## src/trap_params.svh

```systemverilog
// Machine-mode only; misa writes touch A, C and M, and only when the extension is built in.
`ifndef TRAP_PARAMS_SVH
`define TRAP_PARAMS_SVH

// Machine CSR addresses.
`define CSR_MSTATUS     12'h300
`define CSR_MISA        12'h301
`define CSR_MEDELEG     12'h302
`define CSR_MIDELEG     12'h303
`define CSR_MIE         12'h304
`define CSR_MTVEC       12'h305
`define CSR_MSTATUSH    12'h310
`define CSR_MSCRATCH    12'h340
`define CSR_MEPC        12'h341
`define CSR_MCAUSE      12'h342
`define CSR_MTVAL       12'h343
`define CSR_MIP         12'h344
`define CSR_MVENDORID   12'hf11
`define CSR_MARCHID     12'hf12
`define CSR_MIMPID      12'hf13
`define CSR_MHARTID     12'hf14
`define CSR_MCONFIGPTR  12'hf15

// Extension letters in misa.
`define MISA_BIT_A      0
`define MISA_BIT_C      2
`define MISA_BIT_I      8
`define MISA_BIT_M      12

// Identification values.
`define MARCHID_VALUE   32'd37
`define MIMPID_VALUE    ((32'd2 << 16) | (32'd1 << 8) | (32'd4 << 4) | 32'd0)

// Built-in extensions and misa write support.
`define HAS_M           1'b1
`define HAS_A           1'b1
`define HAS_C           1'b1
`define MISA_WRITABLE   1'b1

// Interrupt layout and enable history depth.
`define TIMER_IRQ_BIT   7
`define MIE_HISTORY     2

`endif

```

## src/trap_pkg.sv

```systemverilog
// Widths assume RV32 with 16 platform interrupt lines mapped to mip bits 31 to 16.
package trap_pkg;

    // Full data word.
    typedef logic [31:0] word_t;

    // Halfword-aligned address, bit 0 is implied zero.
    typedef logic [31:1] pc_t;

    // Word-aligned trap vector.
    typedef logic [31:2] tvec_t;

    // CSR address.
    typedef logic [11:0] csr_addr_t;

    // Trap or interrupt number.
    typedef logic [4:0] cause_t;

    // Platform interrupt lines.
    typedef logic [31:16] ext_irq_t;

    // One CSR access.
    typedef struct packed {
        logic       we;
        csr_addr_t  addr;
        word_t      wdata;
    } csr_req_t;

    // Answer to a CSR access.
    typedef struct packed {
        logic   exists;
        logic   rdonly;
        word_t  rdata;
    } csr_rsp_t;

    // Instruction leaving the pipeline.
    typedef struct packed {
        logic   valid;
        pc_t    pc;
        logic   trap;
        cause_t cause;
    } retire_t;

    // Trap or interrupt being taken this cycle.
    typedef struct packed {
        logic   take_irq;
        logic   take_trap;
        cause_t cause;
        pc_t    epc;
    } trap_event_t;

endpackage

```

## src/csr_file.sv

```systemverilog
// Machine mode only; mip reads the latched lines, and mtval, delegation and mstatush read 0.
`timescale 1ns/10ps
`include "trap_params.svh"

module csr_file import trap_pkg::*; #(
    // Value reported by mhartid.
    parameter word_t hart_id = '0
) (
    input  logic        clk,
    input  logic        rst,
    input  csr_req_t    csr_req,
    output csr_rsp_t    csr_rsp,
    input  trap_event_t trap_event,
    input  logic        mret,
    input  word_t       irq_pending,
    output word_t       mie,
    output logic        mstatus_mie,
    output tvec_t       mtvec,
    output pc_t         mepc,
    output word_t       misa
);
    // Previous interrupt enable.
    logic   mstatus_mpie;
    // Scratch register.
    word_t  mscratch;
    // Cause split into interrupt flag and number.
    logic   mcause_int;
    cause_t mcause_no;
    // Enabled extensions, only the optional ones.
    logic   misa_a;
    logic   misa_c;
    logic   misa_m;

    // Assembled read views.
    word_t  mstatus_rd;
    word_t  mcause_rd;

    // A trap or interrupt enters this cycle.
    logic   trap_entry;

    assign trap_entry = trap_event.take_irq | trap_event.take_trap;

    // mstatus has MIE at bit 3 and MPIE at bit 7.
    always_comb begin
        mstatus_rd    = '0;
        mstatus_rd[3] = mstatus_mie;
        mstatus_rd[7] = mstatus_mpie;
    end

    // Interrupt flag on top, number at the bottom.
    always_comb begin
        mcause_rd      = '0;
        mcause_rd[31]  = mcause_int;
        mcause_rd[4:0] = mcause_no;
    end

    // misa.
    // MXL of 01 means 32-bit; I is always present.
    always_comb begin
        misa              = '0;
        misa[31:30]       = 2'b01;
        misa[`MISA_BIT_I] = 1'b1;
        misa[`MISA_BIT_A] = misa_a;
        misa[`MISA_BIT_C] = misa_c;
        misa[`MISA_BIT_M] = misa_m;
    end

    // Read decode.
    always_comb begin
        csr_rsp        = '0;
        csr_rsp.exists = 1'b1;
        case (csr_req.addr)
            `CSR_MSTATUS:    csr_rsp.rdata = mstatus_rd;
            `CSR_MISA:       csr_rsp.rdata = misa;
            `CSR_MEDELEG:    csr_rsp.rdata = '0;
            `CSR_MIDELEG:    csr_rsp.rdata = '0;
            `CSR_MIE:        csr_rsp.rdata = mie;
            `CSR_MTVEC:      csr_rsp.rdata = {mtvec, 2'b00};
            `CSR_MSTATUSH:   csr_rsp.rdata = '0;
            `CSR_MSCRATCH:   csr_rsp.rdata = mscratch;
            `CSR_MEPC:       csr_rsp.rdata = {mepc, 1'b0};
            `CSR_MCAUSE:     csr_rsp.rdata = mcause_rd;
            `CSR_MTVAL:      csr_rsp.rdata = '0;
            `CSR_MIP:        csr_rsp.rdata = irq_pending;
            `CSR_MVENDORID: begin
                csr_rsp.rdonly = 1'b1;
                csr_rsp.rdata  = '0;
            end
            `CSR_MARCHID: begin
                csr_rsp.rdonly = 1'b1;
                csr_rsp.rdata  = `MARCHID_VALUE;
            end
            `CSR_MIMPID: begin
                // Version 1.4.0, divider latency field of 2.
                csr_rsp.rdonly = 1'b1;
                csr_rsp.rdata  = `MIMPID_VALUE;
            end
            `CSR_MHARTID: begin
                csr_rsp.rdonly = 1'b1;
                csr_rsp.rdata  = hart_id;
            end
            `CSR_MCONFIGPTR: begin
                csr_rsp.rdonly = 1'b1;
                csr_rsp.rdata  = '0;
            end
            default: begin
                // Unknown address.
                csr_rsp.exists = 1'b0;
            end
        endcase
    end

    // Updates.
    // Trap entry first, then a CSR write, then mret.
    always_ff @(posedge clk) begin
        if (rst) begin
            mstatus_mie  <= 1'b0;
            mstatus_mpie <= 1'b0;
            mie          <= '0;
            mtvec        <= '0;
            mepc         <= '0;
            mscratch     <= '0;
            mcause_int   <= 1'b0;
            mcause_no    <= '0;
            // Start with every supported extension on.
            misa_a       <= `HAS_A;
            misa_c       <= `HAS_C;
            misa_m       <= `HAS_M;
        end else if (trap_entry) begin
            // Save state, mask interrupts.
            mepc         <= trap_event.epc;
            mcause_int   <= trap_event.take_irq;
            mcause_no    <= trap_event.cause;
            mstatus_mpie <= mstatus_mie;
            mstatus_mie  <= 1'b0;
        end else if (csr_req.we) begin
            case (csr_req.addr)
                `CSR_MSTATUS: begin
                    mstatus_mie  <= csr_req.wdata[3];
                    mstatus_mpie <= csr_req.wdata[7];
                end
                `CSR_MISA: begin
                    // Unsupported extensions stay off.
                    if (`MISA_WRITABLE) begin
                        misa_a <= `HAS_A & csr_req.wdata[`MISA_BIT_A];
                        misa_c <= `HAS_C & csr_req.wdata[`MISA_BIT_C];
                        misa_m <= `HAS_M & csr_req.wdata[`MISA_BIT_M];
                    end
                end
                `CSR_MIE:      mie      <= csr_req.wdata;
                `CSR_MTVEC:    mtvec    <= csr_req.wdata[31:2];
                `CSR_MSCRATCH: mscratch <= csr_req.wdata;
                `CSR_MEPC:     mepc     <= csr_req.wdata[31:1];
                `CSR_MCAUSE: begin
                    mcause_int <= csr_req.wdata[31];
                    mcause_no  <= csr_req.wdata[4:0];
                end
                default: begin
                    // Read-only or unknown, nothing stored.
                end
            endcase
        end else if (mret) begin
            // Return restores the saved enable.
            mstatus_mie <= mstatus_mpie;
        end
    end

    // The retiring instruction cannot be a trap and an mret.
    assert property (@(posedge clk) disable iff (rst)
        !(trap_entry && mret))
        else $error("csr_file: trap entry during mret");

    // A write to a read-only CSR leaves every stored CSR as it was.
    assert property (@(posedge clk) disable iff (rst)
        (csr_req.we && csr_rsp.exists && csr_rsp.rdonly && !trap_entry)
        |=> ($stable(mstatus_rd) && $stable(mie) && $stable(mtvec) && $stable(mepc)
            && $stable(mscratch) && $stable(mcause_rd) && $stable(misa)))
        else $error("csr_file: write to a read-only CSR changed state");

endmodule

```

## src/exception_ctrl.sv

```systemverilog
// Interrupt lines must be synchronous to clk; an interrupt is only taken on a valid retire.
`timescale 1ns/10ps
`include "trap_params.svh"

module exception_ctrl import trap_pkg::*; (
    input  logic        clk,
    input  logic        rst,
    input  ext_irq_t    ext_irq,
    input  logic        timer_irq,
    input  retire_t     retire,
    input  word_t       mie,
    input  logic        mstatus_mie,
    input  tvec_t       mtvec,
    output trap_event_t trap_event,
    output word_t       irq_pending,
    output logic        exception,
    output tvec_t       tvec
);
    // Depth of the MIE history.
    localparam int hist_len = `MIE_HISTORY;

    // Pending bits that are also enabled.
    word_t                  irq_masked;
    // Lowest enabled pending index.
    cause_t                 irq_cause;
    // Past values of mstatus.MIE, newest in bit 0.
    logic [hist_len-1:0]    mie_hist;
    // MIE is 1 now and has been for the whole history.
    logic                   irq_enable;

    // Latch the interrupt lines.
    // A line high at an edge is pending from the next cycle on.
    always_ff @(posedge clk) begin
        if (rst) begin
            irq_pending <= '0;
        end else begin
            irq_pending                 <= '0;
            irq_pending[31:16]          <= ext_irq;
            irq_pending[`TIMER_IRQ_BIT] <= timer_irq;
        end
    end

    assign irq_masked = irq_pending & mie;

    // Fixed priority.
    // Scan downwards so the lowest set index is the last one written.
    always_comb begin
        irq_cause = '0;
        for (int i = 31; i >= 0; i--) begin
            if (irq_masked[i]) begin
                irq_cause = cause_t'(i);
            end
        end
    end

    // Shift history of mstatus.MIE.
    always_ff @(posedge clk) begin
        if (rst) begin
            mie_hist <= '0;
        end else begin
            mie_hist <= (mie_hist << 1) | hist_len'(mstatus_mie);
        end
    end

    // Interrupts wait until MIE has settled.
    assign irq_enable = mstatus_mie && (&mie_hist);

    // Dispatch.
    // An interrupt beats the trap of the same retiring instruction.
    always_comb begin
        trap_event     = '0;
        trap_event.epc = retire.pc;
        if (irq_cause != '0 && irq_enable && retire.valid) begin
            // Interrupt taken.
            trap_event.take_irq = 1'b1;
            trap_event.cause    = irq_cause;
        end else if (retire.trap) begin
            // Synchronous trap.
            trap_event.take_trap = 1'b1;
            trap_event.cause     = retire.cause;
        end
    end

    // Flush strobe and vector, same cycle.
    assign exception = trap_event.take_irq | trap_event.take_trap;
    assign tvec      = mtvec;

    // Never an interrupt and a trap at once.
    assert property (@(posedge clk) disable iff (rst)
        !(trap_event.take_irq && trap_event.take_trap))
        else $error("exception_ctrl: interrupt and trap taken together");

    // An interrupt implies MIE was set at the two previous edges.
    assert property (@(posedge clk) disable iff (rst)
        trap_event.take_irq |-> ($past(mstatus_mie, 1) && $past(mstatus_mie, 2)))
        else $error("exception_ctrl: interrupt taken before MIE settled");

endmodule

```

## src/machine_trap_unit.sv

```systemverilog
// Top of the trap and CSR unit; the caller must flush on exception and redirect fetch to tvec.
`timescale 1ns/10ps

module machine_trap_unit import trap_pkg::*; #(
    // Value reported by mhartid.
    parameter word_t hart_id = '0
) (
    input  logic        clk,
    input  logic        rst,
    input  ext_irq_t    ext_irq,
    input  logic        timer_irq,
    input  retire_t     retire,
    input  logic        mret,
    input  csr_req_t    csr_req,
    output csr_rsp_t    csr_rsp,
    output logic        exception,
    output tvec_t       tvec,
    output pc_t         ret_epc,
    output word_t       misa
);
    // Trap event into the CSR file.
    trap_event_t    trap_event;
    // Latched pending lines, also the mip read.
    word_t          irq_pending;
    // CSR state fed back to the dispatcher.
    word_t          mie;
    logic           mstatus_mie;
    tvec_t          mtvec;

    // Interrupt latch, priority and dispatch.
    exception_ctrl u_exception_ctrl (
        .clk         (clk),
        .rst         (rst),
        .ext_irq     (ext_irq),
        .timer_irq   (timer_irq),
        .retire      (retire),
        .mie         (mie),
        .mstatus_mie (mstatus_mie),
        .mtvec       (mtvec),
        .trap_event  (trap_event),
        .irq_pending (irq_pending),
        .exception   (exception),
        .tvec        (tvec)
    );

    // Machine CSRs.
    // mepc doubles as the return address for mret.
    csr_file #(
        .hart_id (hart_id)
    ) u_csr_file (
        .clk         (clk),
        .rst         (rst),
        .csr_req     (csr_req),
        .csr_rsp     (csr_rsp),
        .trap_event  (trap_event),
        .mret        (mret),
        .irq_pending (irq_pending),
        .mie         (mie),
        .mstatus_mie (mstatus_mie),
        .mtvec       (mtvec),
        .mepc        (ret_epc),
        .misa        (misa)
    );

endmodule

```

## config.mk

```make
export PLATFORM = sky130hd
export DESIGN_NAME = machine_trap_unit
export DESIGN_NICKNAME = d
export VERILOG_FILES = /design/src/trap_pkg.sv /design/src/csr_file.sv /design/src/exception_ctrl.sv /design/src/machine_trap_unit.sv
export VERILOG_INCLUDE_DIRS = /design/src
export SDC_FILE = /design/constraint.sdc
export NUM_CORES = 1
export LEC_CHECK = 0
export ABC_AREA = 1
export BUFFER_PORTS_ARGS = -buffer_cell sky130_fd_sc_hd__buf_2
export CORE_ASPECT_RATIO = 1.2
export CORE_MARGIN = 2
export CORE_UTILIZATION = 46
export CTS_CLUSTER_SIZE = 16
export DETAILED_ROUTE_END_ITERATION = 6
export PLACE_DENSITY = 0.73
export SLEW_MARGIN = 20
export SYNTH_ARGS = -nofsm -noshare
export SYNTH_HDL_FRONTEND = slang
export SYNTH_SLANG_ARGS = --single-unit
export TNS_END_PERCENT = 20
```

## constraint.sdc

```tcl
create_clock -name clk -period 7.9 [get_ports clk]
set_clock_uncertainty 0.1 [all_clocks]
set_input_delay 1.975 -clock clk [delete_from_list [all_inputs] [get_ports clk]]
set_output_delay 1.975 -clock clk [all_outputs]
set_load 0.005 [all_outputs]
```

* Word-level counts from Yosys, hierarchy flattened
Index checks and enable logic that the tools add are counted.
** Storage, ports and cells
- Input port bits :: 103
- Register bits after elaboration :: 170
- Logic and storage cells :: 111
- Output and inout port bits :: 128
** Cells by class
- Equality and inequality tests :: 18
- Reductions and logical operators :: 21
- Multiplexer cells :: 54
- Bitwise operators :: 4
** Operator list (count)
- one-hot mux 32 bit (10 select lines) :: 1
- 2-to-1 mux 5 bit :: 36
- == test 12 x 10 -> 1 bit (second input constant) :: 12
- 2-to-1 mux 31 bit :: 3
- == test 12 bit (second input constant) :: 5
- AND 32 bit :: 1
- OR reduction 17 bit :: 1
- 2-to-1 mux 1 bit :: 13
- AND reduction 3 bit :: 4
- AND reduction 2 bit :: 5
- nonzero test 2 bit :: 5
- 2-to-1 mux 6 bit :: 1
- nonzero test 5 bit :: 1
- OR reduction 5 bit :: 1
- logical AND 1 bit :: 3
- inequality test 2 x 1 -> 1 bit (second input constant) :: 1
- OR 2 x 1 -> 2 bit :: 1
- OR reduction 2 bit :: 1
- NOT 1 bit :: 1
- OR 1 bit :: 1

* Longest topological paths before layout
Gate-level depths: netlist (run 1).
- Depth in word-level cells :: 40
- Mapped depth :: 20
- Mapped depth without buffers :: 20

* Hierarchy
From an unflattened synthesis (run 1), not the netlist that was laid out.
** Unflattened totals
- Cell total of the unflattened synthesis :: 1403
- Area total of the unflattened synthesis :: 8876.0 um^2
** Modules (own cells, without submodules)
- csr_file :: area an instance 7420.9 um^2, instances 1, cells each 1192, sequential area each 2722.6 um^2
- exception_ctrl :: area an instance 1455.1 um^2, instances 1, cells each 211, sequential area each 380.4 um^2

* Worst setup path after synthesis (run 1)
OpenSTA, ideal clock, no wires.
- Kind :: input port to output port
- From :: input csr_req[37] (netlist name)
- To :: output csr_rsp[30] (netlist name)
- Arrival :: 3.262 ns
- Required time :: 5.825 ns
- Stages :: 12
- Path slack :: 2.563 ns
- Buffers on the path :: 1
- Path through :: nor2_1 inv_1 nor3_1 nand2_1 inv_2 nand2_1 nor2_2 clkbuf_1 nand2_1 nand2_1 a21oi_1 nand3_1
** RTL lines
- start: declaration :: RTL line machine_trap_unit.sv:14 : input csr_req_t csr_req,
- end: declaration :: RTL line machine_trap_unit.sv:15 : output csr_rsp_t csr_rsp,

==> metrics.txt, run 1 <==
post-synthesis cell type count 39; DR vias/cell 5.395; Syn Inst Count 969; Worst Setup End Kind output pin; Period minus WS final 6.416 ns; Slew Viols, Final 0; setup violators final 0; Die H 143.0 um; multi-input logic area 0.003485 sq mm; Remaining DRCs 0; Max Clock Freq 155.9 MHz; fin nets 1,233; via count 7,294; largest net degree at the start of global routing 69; worst-path fanout max 22; FF+latch count, synth 155; Rows 50; clk slew on worst S/H paths 0.06 ns; area grow syn2layout 20.33%; first-pass GRT wire length 34,630 um; Routed Wire Length 21,600 um; number of synthesis warnings 0; CTS sink count 155; Post-DRT Antenna Nets 0; Post-synth EDFFs 0; Initial Utilization 0.4714; grt peak-use layer met2; switching share of power 0.2211; Core Util, Final 0.5673; Root Buffer clkbuf_16; initial antenna violation count 0; DP HPWL 14,570 um; Placer Congestion 0.8773; power per cell area 203.0 mW/mm^2; share of power burned in registers 0.447; final period utilization 0.8122; top_reg_cell synth dfxtp_1; per-cell routed wire length 15.98 um; Num CTS Buffers 17; run status complete, no violations; Worst Tran Pin Value 1.033 ns; clock tree buffer depth 2; worst skew pair latency 0.42 ns; critical path class input port to output pin; synthesized area 0.007402 sq mm; ys async rst share 0; CORE AREA 0.01570 sq mm; most frequent cells in the layout buf_2 (201), nand2_1 (166), dfxtp_1 (155); Clock power frac 0.489; H-Tree Depth 4; Leak Pwr 4.215 nW; setup_tns 0 ns; IO Count 231; P_int 0.001408 W; Die Area 0.01713 sq mm; CTS resizes 0; combinational share of power 0.064; met2 Usage GRT 0.4460; Tot GR Track Use 0.2550; Slew HR 0.3105; Register Area 0.003103 sq mm; MaxCap Viol Count 0; RSZ-0062 raised after global routing false; Worst Hold Class register to register; CP Data Required Time 5.83 ns; Fill cells 1,538; Critical Path AT 4.34 ns; CTS Hold Bufs 0; vias in the first global route 6,816; final hold violation count 0; commonest non-fill, non-tap cell in the layout buf_2; share of layout cells above drive strength 1 0.2590; peak supply drop 0.1195 mV; NetSw 0.0003997 W; setup bufs post-CTS 0; I/O Buffers 201; drt first-iter violations 408; Synth Area per Inst 7.639 sq um; TritonCTS clock tree built; 1st-pass router iterations 5; M3 GR Usage 0.05471; register area share after synthesis 0.4192; M1 GR Usage 0.3063; Placed Instances 1,319; Die X-Extent 119.8 um; global route total overflow 0; Worst Setup Start Kind input port; post-route non-filler standard cell count 1,352
## stage by stage
| step | power, W | setup WS, ns | hold WS, ns | instance area [sq um] |
|---|---|---|---|---|
| 2_1_floorplan | 0.0008966 | 2.563 | 0.3036 | 7503 |
| 3_3_place_gp | 0.0009385 | 1.573 | 0.3129 | 8264 |
| 3_5_place_dp | 0.0009402 | 1.510 | 0.3157 | 8264 |
| 4_1_cts | 0.001817 | 1.483 | 0.3255 | 8905 |
| 5_1_grt | 0.001866 | 1.281 | 0.3313 | 8905 |
| 6_report | 0.001808 | 1.484 | 0.3288 | 8907 |
## final cells by class
class / instances / share of cell area
clock inverter: 12 / 0.02177
tap: 208 / 0.02922
sequential: 155 / 0.3484
timing repair buffer: 208 / 0.1188
clock buffer: 20 / 0.05015
antenna: 1 / 0.0002809
multi-input combinational: 654 / 0.3912
inverter: 94 / 0.04017
## sequential cells by signal (all words and copies together), names as in the netlist
register and cells:
u_csr_file.mcause_int 1, u_csr_file.mcause_no 5, u_csr_file.mepc 31, u_csr_file.mie 32
u_csr_file.misa_a 1, u_csr_file.misa_c 1, u_csr_file.misa_m 1, u_csr_file.mscratch 32
u_csr_file.mstatus_mie 1, u_csr_file.mstatus_mpie 1, u_csr_file.mtvec 30, u_exception_ctrl.irq_pending 17
u_exception_ctrl.mie_hist 2
## cells by family after synthesis
| kind of cell | after synthesis | synth area share |
|---|---|---|
| AND/OR/NAND/NOR | 327 | 0.1976 |
| AO/OA/AOI/OAI | 298 | 0.2564 |
| buffers and inverters | 187 | 0.1258 |
| flip-flops | 155 | 0.4192 |
| other | 2 | 0.001015 |
## worst max-delay path, cell delays in order
cell,delay [ns]
buf_2,0.12
nor2_1,0.10
inv_1,0.10
nor2_1,0.13
buf_4,0.23
inv_1,0.09
nor2_2,0.80
buf_4,0.35
a32o_1,0.15
a21oi_1,0.05
nand3_1,0.11
buf_2,0.12
## synth_stat cells, drive strengths merged (2+ instances only)
| library cell | n | area share |
|---|---|---|
| nand2 | 168 | 0.086 |
| dfxtp | 155 | 0.42 |
| a21oi | 126 | 0.10 |
| o21ai | 100 | 0.068 |
| inv | 93 | 0.048 |
| nor2 | 85 | 0.057 |
| buf | 67 | 0.064 |
| a221oi | 33 | 0.039 |
| nor3 | 33 | 0.024 |
| clkbuf | 26 | 0.013 |
| nand3 | 26 | 0.018 |
| nand4 | 15 | 0.013 |
| a32o | 14 | 0.019 |
| o211ai | 8 | 0.0081 |
| o311ai | 5 | 0.0059 |
| a31oi | 3 | 0.0025 |
| a22o | 2 | 0.0024 |
| conb | 2 | 0.0010 |
| o2111ai | 2 | 0.0024 |
## path summary, 6_finish.rpt
check / slack (ns) / depth (start not counted) / to / start
worst max-delay path: 1.48 / 12 / csr_rsp[4] / csr_req[32]
worst min-delay path: 0.33 / 2 / u_exception_ctrl.mie_hist[1] / u_exception_ctrl.mie_hist[0]
worst max register to register: 4.83 / 13 / u_csr_file.mie[0] / u_csr_file.mie[19]
worst min register to register: 0.33 / 2 / u_exception_ctrl.mie_hist[1] / u_exception_ctrl.mie_hist[0]
## layer usage
layer,up-vias,wire [um],part of all wire
li1,3593,-,-
met5,-,0,0
met1,3414,9225,0.43
met2,254,10670,0.49
met3,33,1224,0.057
met4,0,478,0.022
## power by group through the flow
stage / registers, W / clock network (W) / logic (W)
6_report: 0.000808 / 0.000884 / 0.000115
5_1_grt: 0.000810 / 0.000927 / 0.000130
4_1_cts: 0.000808 / 0.000894 / 0.000115
3_5_place_dp: 0.000825 / 0 / 0.000115
3_3_place_gp: 0.000825 / 0 / 0.000113
2_1_floorplan: 0.000824 / 0 / 0.0000726
(Power assumes the default switching activity.)
==> inputs of run 2 (changes only) <==
--- a/config.mk
+++ b/config.mk
@@ -13,7 +13,7 @@
 export CORE_UTILIZATION = 46
 export CTS_CLUSTER_SIZE = 16
 export DETAILED_ROUTE_END_ITERATION = 6
-export PLACE_DENSITY = 0.73
+export PLACE_DENSITY = 0.76
 export SLEW_MARGIN = 20
 export SYNTH_ARGS = -nofsm -noshare
 export SYNTH_HDL_FRONTEND = slang
==> constraint.sdc (replaced) <==
create_clock -name clk -period 5.7 [get_ports clk]
set_clock_uncertainty 0.1 [all_clocks]
set_input_delay 1.425 -clock clk [delete_from_list [all_inputs] [get_ports clk]]
set_output_delay 1.425 -clock clk [all_outputs]
set_load 0.005 [all_outputs]
==> run 2 against run 1 <==
Core utilization about the same. Largest power group unchanged. First-iteration DRC count increased by 27%. Die area unchanged. Final cell count increased by 0.22%.
==> metrics.txt, run 2 (synthesis results as in run 1) <==
TritonCTS clock tree built; setup bufs post-CTS 0 (unchanged); peak supply drop 0.1781 mV (+49%); I/O Buffers 201 (unchanged); vias in the first global route 6,839 (+0.34%); Die Area 0.01713 sq mm (unchanged); 1st-pass router iterations 5 (unchanged); Largest stage delay, worst path 0.47 ns (-0.33 ns); Num CTS Buffers 17 (unchanged); Root Buffer clkbuf_16; commonest non-fill, non-tap cell in the layout buf_2; most used cell, CP nand2_1; RSZ-0062 raised after global routing false; reg2reg path depth 13 (unchanged); Fill cells 1,491 (-3.1%); Worst Setup Start Kind input port; worst skew pair latency 0.43 ns (about the same); Top Family by Delay on Critical Path simple AND/OR/NAND/NOR gates; Rows 50 (unchanged); IO Count 231 (unchanged); fin nets 1,237 (+0.32%); drt first-iter violations 519 (+27%); MaxCap Viol Count 0 (unchanged); clk slew on worst S/H paths 0.06 ns (about the same); share of layout cells above drive strength 1 0.2616 (+0.002584); Hold Crit Depth 2 (unchanged); Post-DRT Antenna Nets 0 (unchanged); CTS Hold Bufs 0 (unchanged); CORE AREA 0.01570 sq mm (unchanged); Reg2Reg Setup Slack 2.72 ns (-2.11 ns); global route total overflow 0 (unchanged); first-pass GRT wire length 34,620 um (about the same); Placer Congestion 0.8718 (-0.63%); final hold violation count 0 (unchanged); Die X-Extent 119.8 um (unchanged); Clock power frac 0.470 (-0.019); Tot GR Track Use 0.2554 (+0.0004272); Hold Path Sink u_exception_ctrl.mie_hist[1]; via count 7,356 (+0.85%); CP Data Required Time 4.18 ns (-1.65 ns); Power, Total 0.002420 W (+34%); setup_tns 0 ns (unchanged); Period minus WS final 4.945 ns; Worst Tran Pin Value 0.9853 ns (-0.04782 ns); H-Tree Depth 4 (unchanged); CTS sink count 155 (unchanged); diodes inserted 0 (-1); DR vias/cell 5.429 (+0.63%); per-cell routed wire length 15.97 um (about the same); combinational share of power 0.066 (+0.002); Routed Wire Length 21,640 um (+0.16%); initial antenna violation count 1 (+1); Buf/Inv on CP 5 (-1); Cell Chain, Critical Path buf_2 > nor2_1 > inv_1 > nor3_1 > nand2_1 > inv_2 > nand2_1 > nor2_4 > buf_12 > nand2_1 > o2111ai_1 > buf_2; Hold Startpoint u_exception_ctrl.mie_hist[0]; P_int 0.001863 W (+32%); worst-path fanout max 18 (-18%); Max Clock Freq 202.2 MHz; CTS resizes 0 (unchanged); Worst Hold Class register to register; Worst Setup End Kind output pin; reg2reg end u_csr_file.mie[2]; critical path class input port to output pin; Remaining DRCs 0 (unchanged); NetSw 0.0005576 W (+40%); most frequent cells in the layout buf_2 (201), nand2_1 (166), dfxtp_1 (155); area grow syn2layout 20.23% (about the same); power per cell area 271.9 mW/mm^2 (+34%); Slew HR 0.3432 (+0.03262); run status complete, no violations; Leak Pwr 4.215 nW (about the same); largest net degree at the start of global routing 69 (unchanged); switching share of power 0.2304 (+0.009314); Initial Utilization 0.4714 (unchanged); clock tree buffer depth 2 (unchanged); Critical Path AT 3.42 ns (-0.92 ns); slowest CP cell nor2_4; Slew Viols, Final 0 (unchanged); Critical R2R Launch u_exception_ctrl.irq_pending[28]; Largest regs u_csr_file.mie: 32 flops, u_csr_file.mscratch: 32 flops, u_csr_file.mepc: 31 flops; share of power burned in registers 0.463 (+0.016); final period utilization 0.8676; DP HPWL 14,950 um (+2.6%); setup violators final 0 (unchanged); Die H 143.0 um (unchanged)
## run 2: changes by cell type in the layout (fill, tap and decap cells not counted)
cell | before | now
buf_12 | 0 | 1
buf_4 | 7 | 10
bufinv_16 | 5 | 3
clkinv_2 | 4 | 5
clkinvlp_4 | 2 | 3
diode_2 | 1 | 0
## run 2: how the worst max path moves through the flow
stage | start | endpoint | slack (ns) | depth (start not counted)
2_1_floorplan | csr_req[37] | csr_rsp[30] | 1.46 | 12
3_3_place_gp | csr_req[37] | csr_rsp[12] | 0.80 | 12
3_5_place_dp | csr_req[37] | csr_rsp[14] | 0.74 | 12
4_1_cts | csr_req[37] | csr_rsp[14] | 0.73 | 12
5_1_grt | csr_req[34] | csr_rsp[31] | 0.51 | 14
6_report | csr_req[37] | csr_rsp[14] | 0.75 | 12
## run 2: layout make-up
| cell class | instances | area, sq um | area share |
|---|---|---|---|
| inverters | 94 | 357.8 | 0.04021 |
| multi-input cells | 654 | 3485 | 0.3915 |
| well taps | 208 | 260.3 | 0.02924 |
| clock inverters | 12 | 146.4 | 0.01645 |
| flip-flops and latches | 155 | 3103 | 0.3487 |
| repair buffers | 212 | 1101 | 0.1237 |
| clock buffers | 20 | 446.7 | 0.05019 |
## run 2: metrics by stage
step / util / worst slack (ns) / instances / hold slack (ns) / cell area [sq um]
6_report: 0.5668 / 0.7549 / 1355 / 0.3420 / 8900
5_1_grt: 0.5668 / 0.5078 / 1355 / 0.3648 / 8900
4_1_cts: 0.5668 / 0.7275 / 1355 / 0.3360 / 8900
3_5_place_dp: 0.5290 / 0.7371 / 1323 / 0.3214 / 8307
3_3_place_gp: 0.5290 / 0.7965 / 1323 / 0.3168 / 8307
2_1_floorplan: - / 1.463 / 996 / 0.3036 / 7503
## run 2: worst reg2reg max path, delay by kind of cell, from the launching register on
kind | cells | cell delay, ns
compound gates | 3 | 0.44
flops | 1 | 0.32
simple gates | 8 | 1.65
buf+inv | 2 | 0.39
## run 2: per-layer routing
metal	vias to the layer above	part of all wire	track usage	wire [um]
met4	0	0.034	0.1183	729
li1	3581	-	-	-
met2	333	0.49	0.4412	10680
met1	3386	0.41	0.3086	8874
met5	-	0	0	0
met3	56	0.063	0.04593	1357
## run 2: power groups by stage
stage / clock (W) / sequential, W / combinational [W]
3_5_place_dp: 0 / 0.00114 / 0.000160
6_report: 0.00114 / 0.00112 / 0.000161
5_1_grt: 0.00120 / 0.00112 / 0.000179
3_3_place_gp: 0 / 0.00114 / 0.000158
2_1_floorplan: 0 / 0.00114 / 0.000101
4_1_cts: 0.00115 / 0.00112 / 0.000160
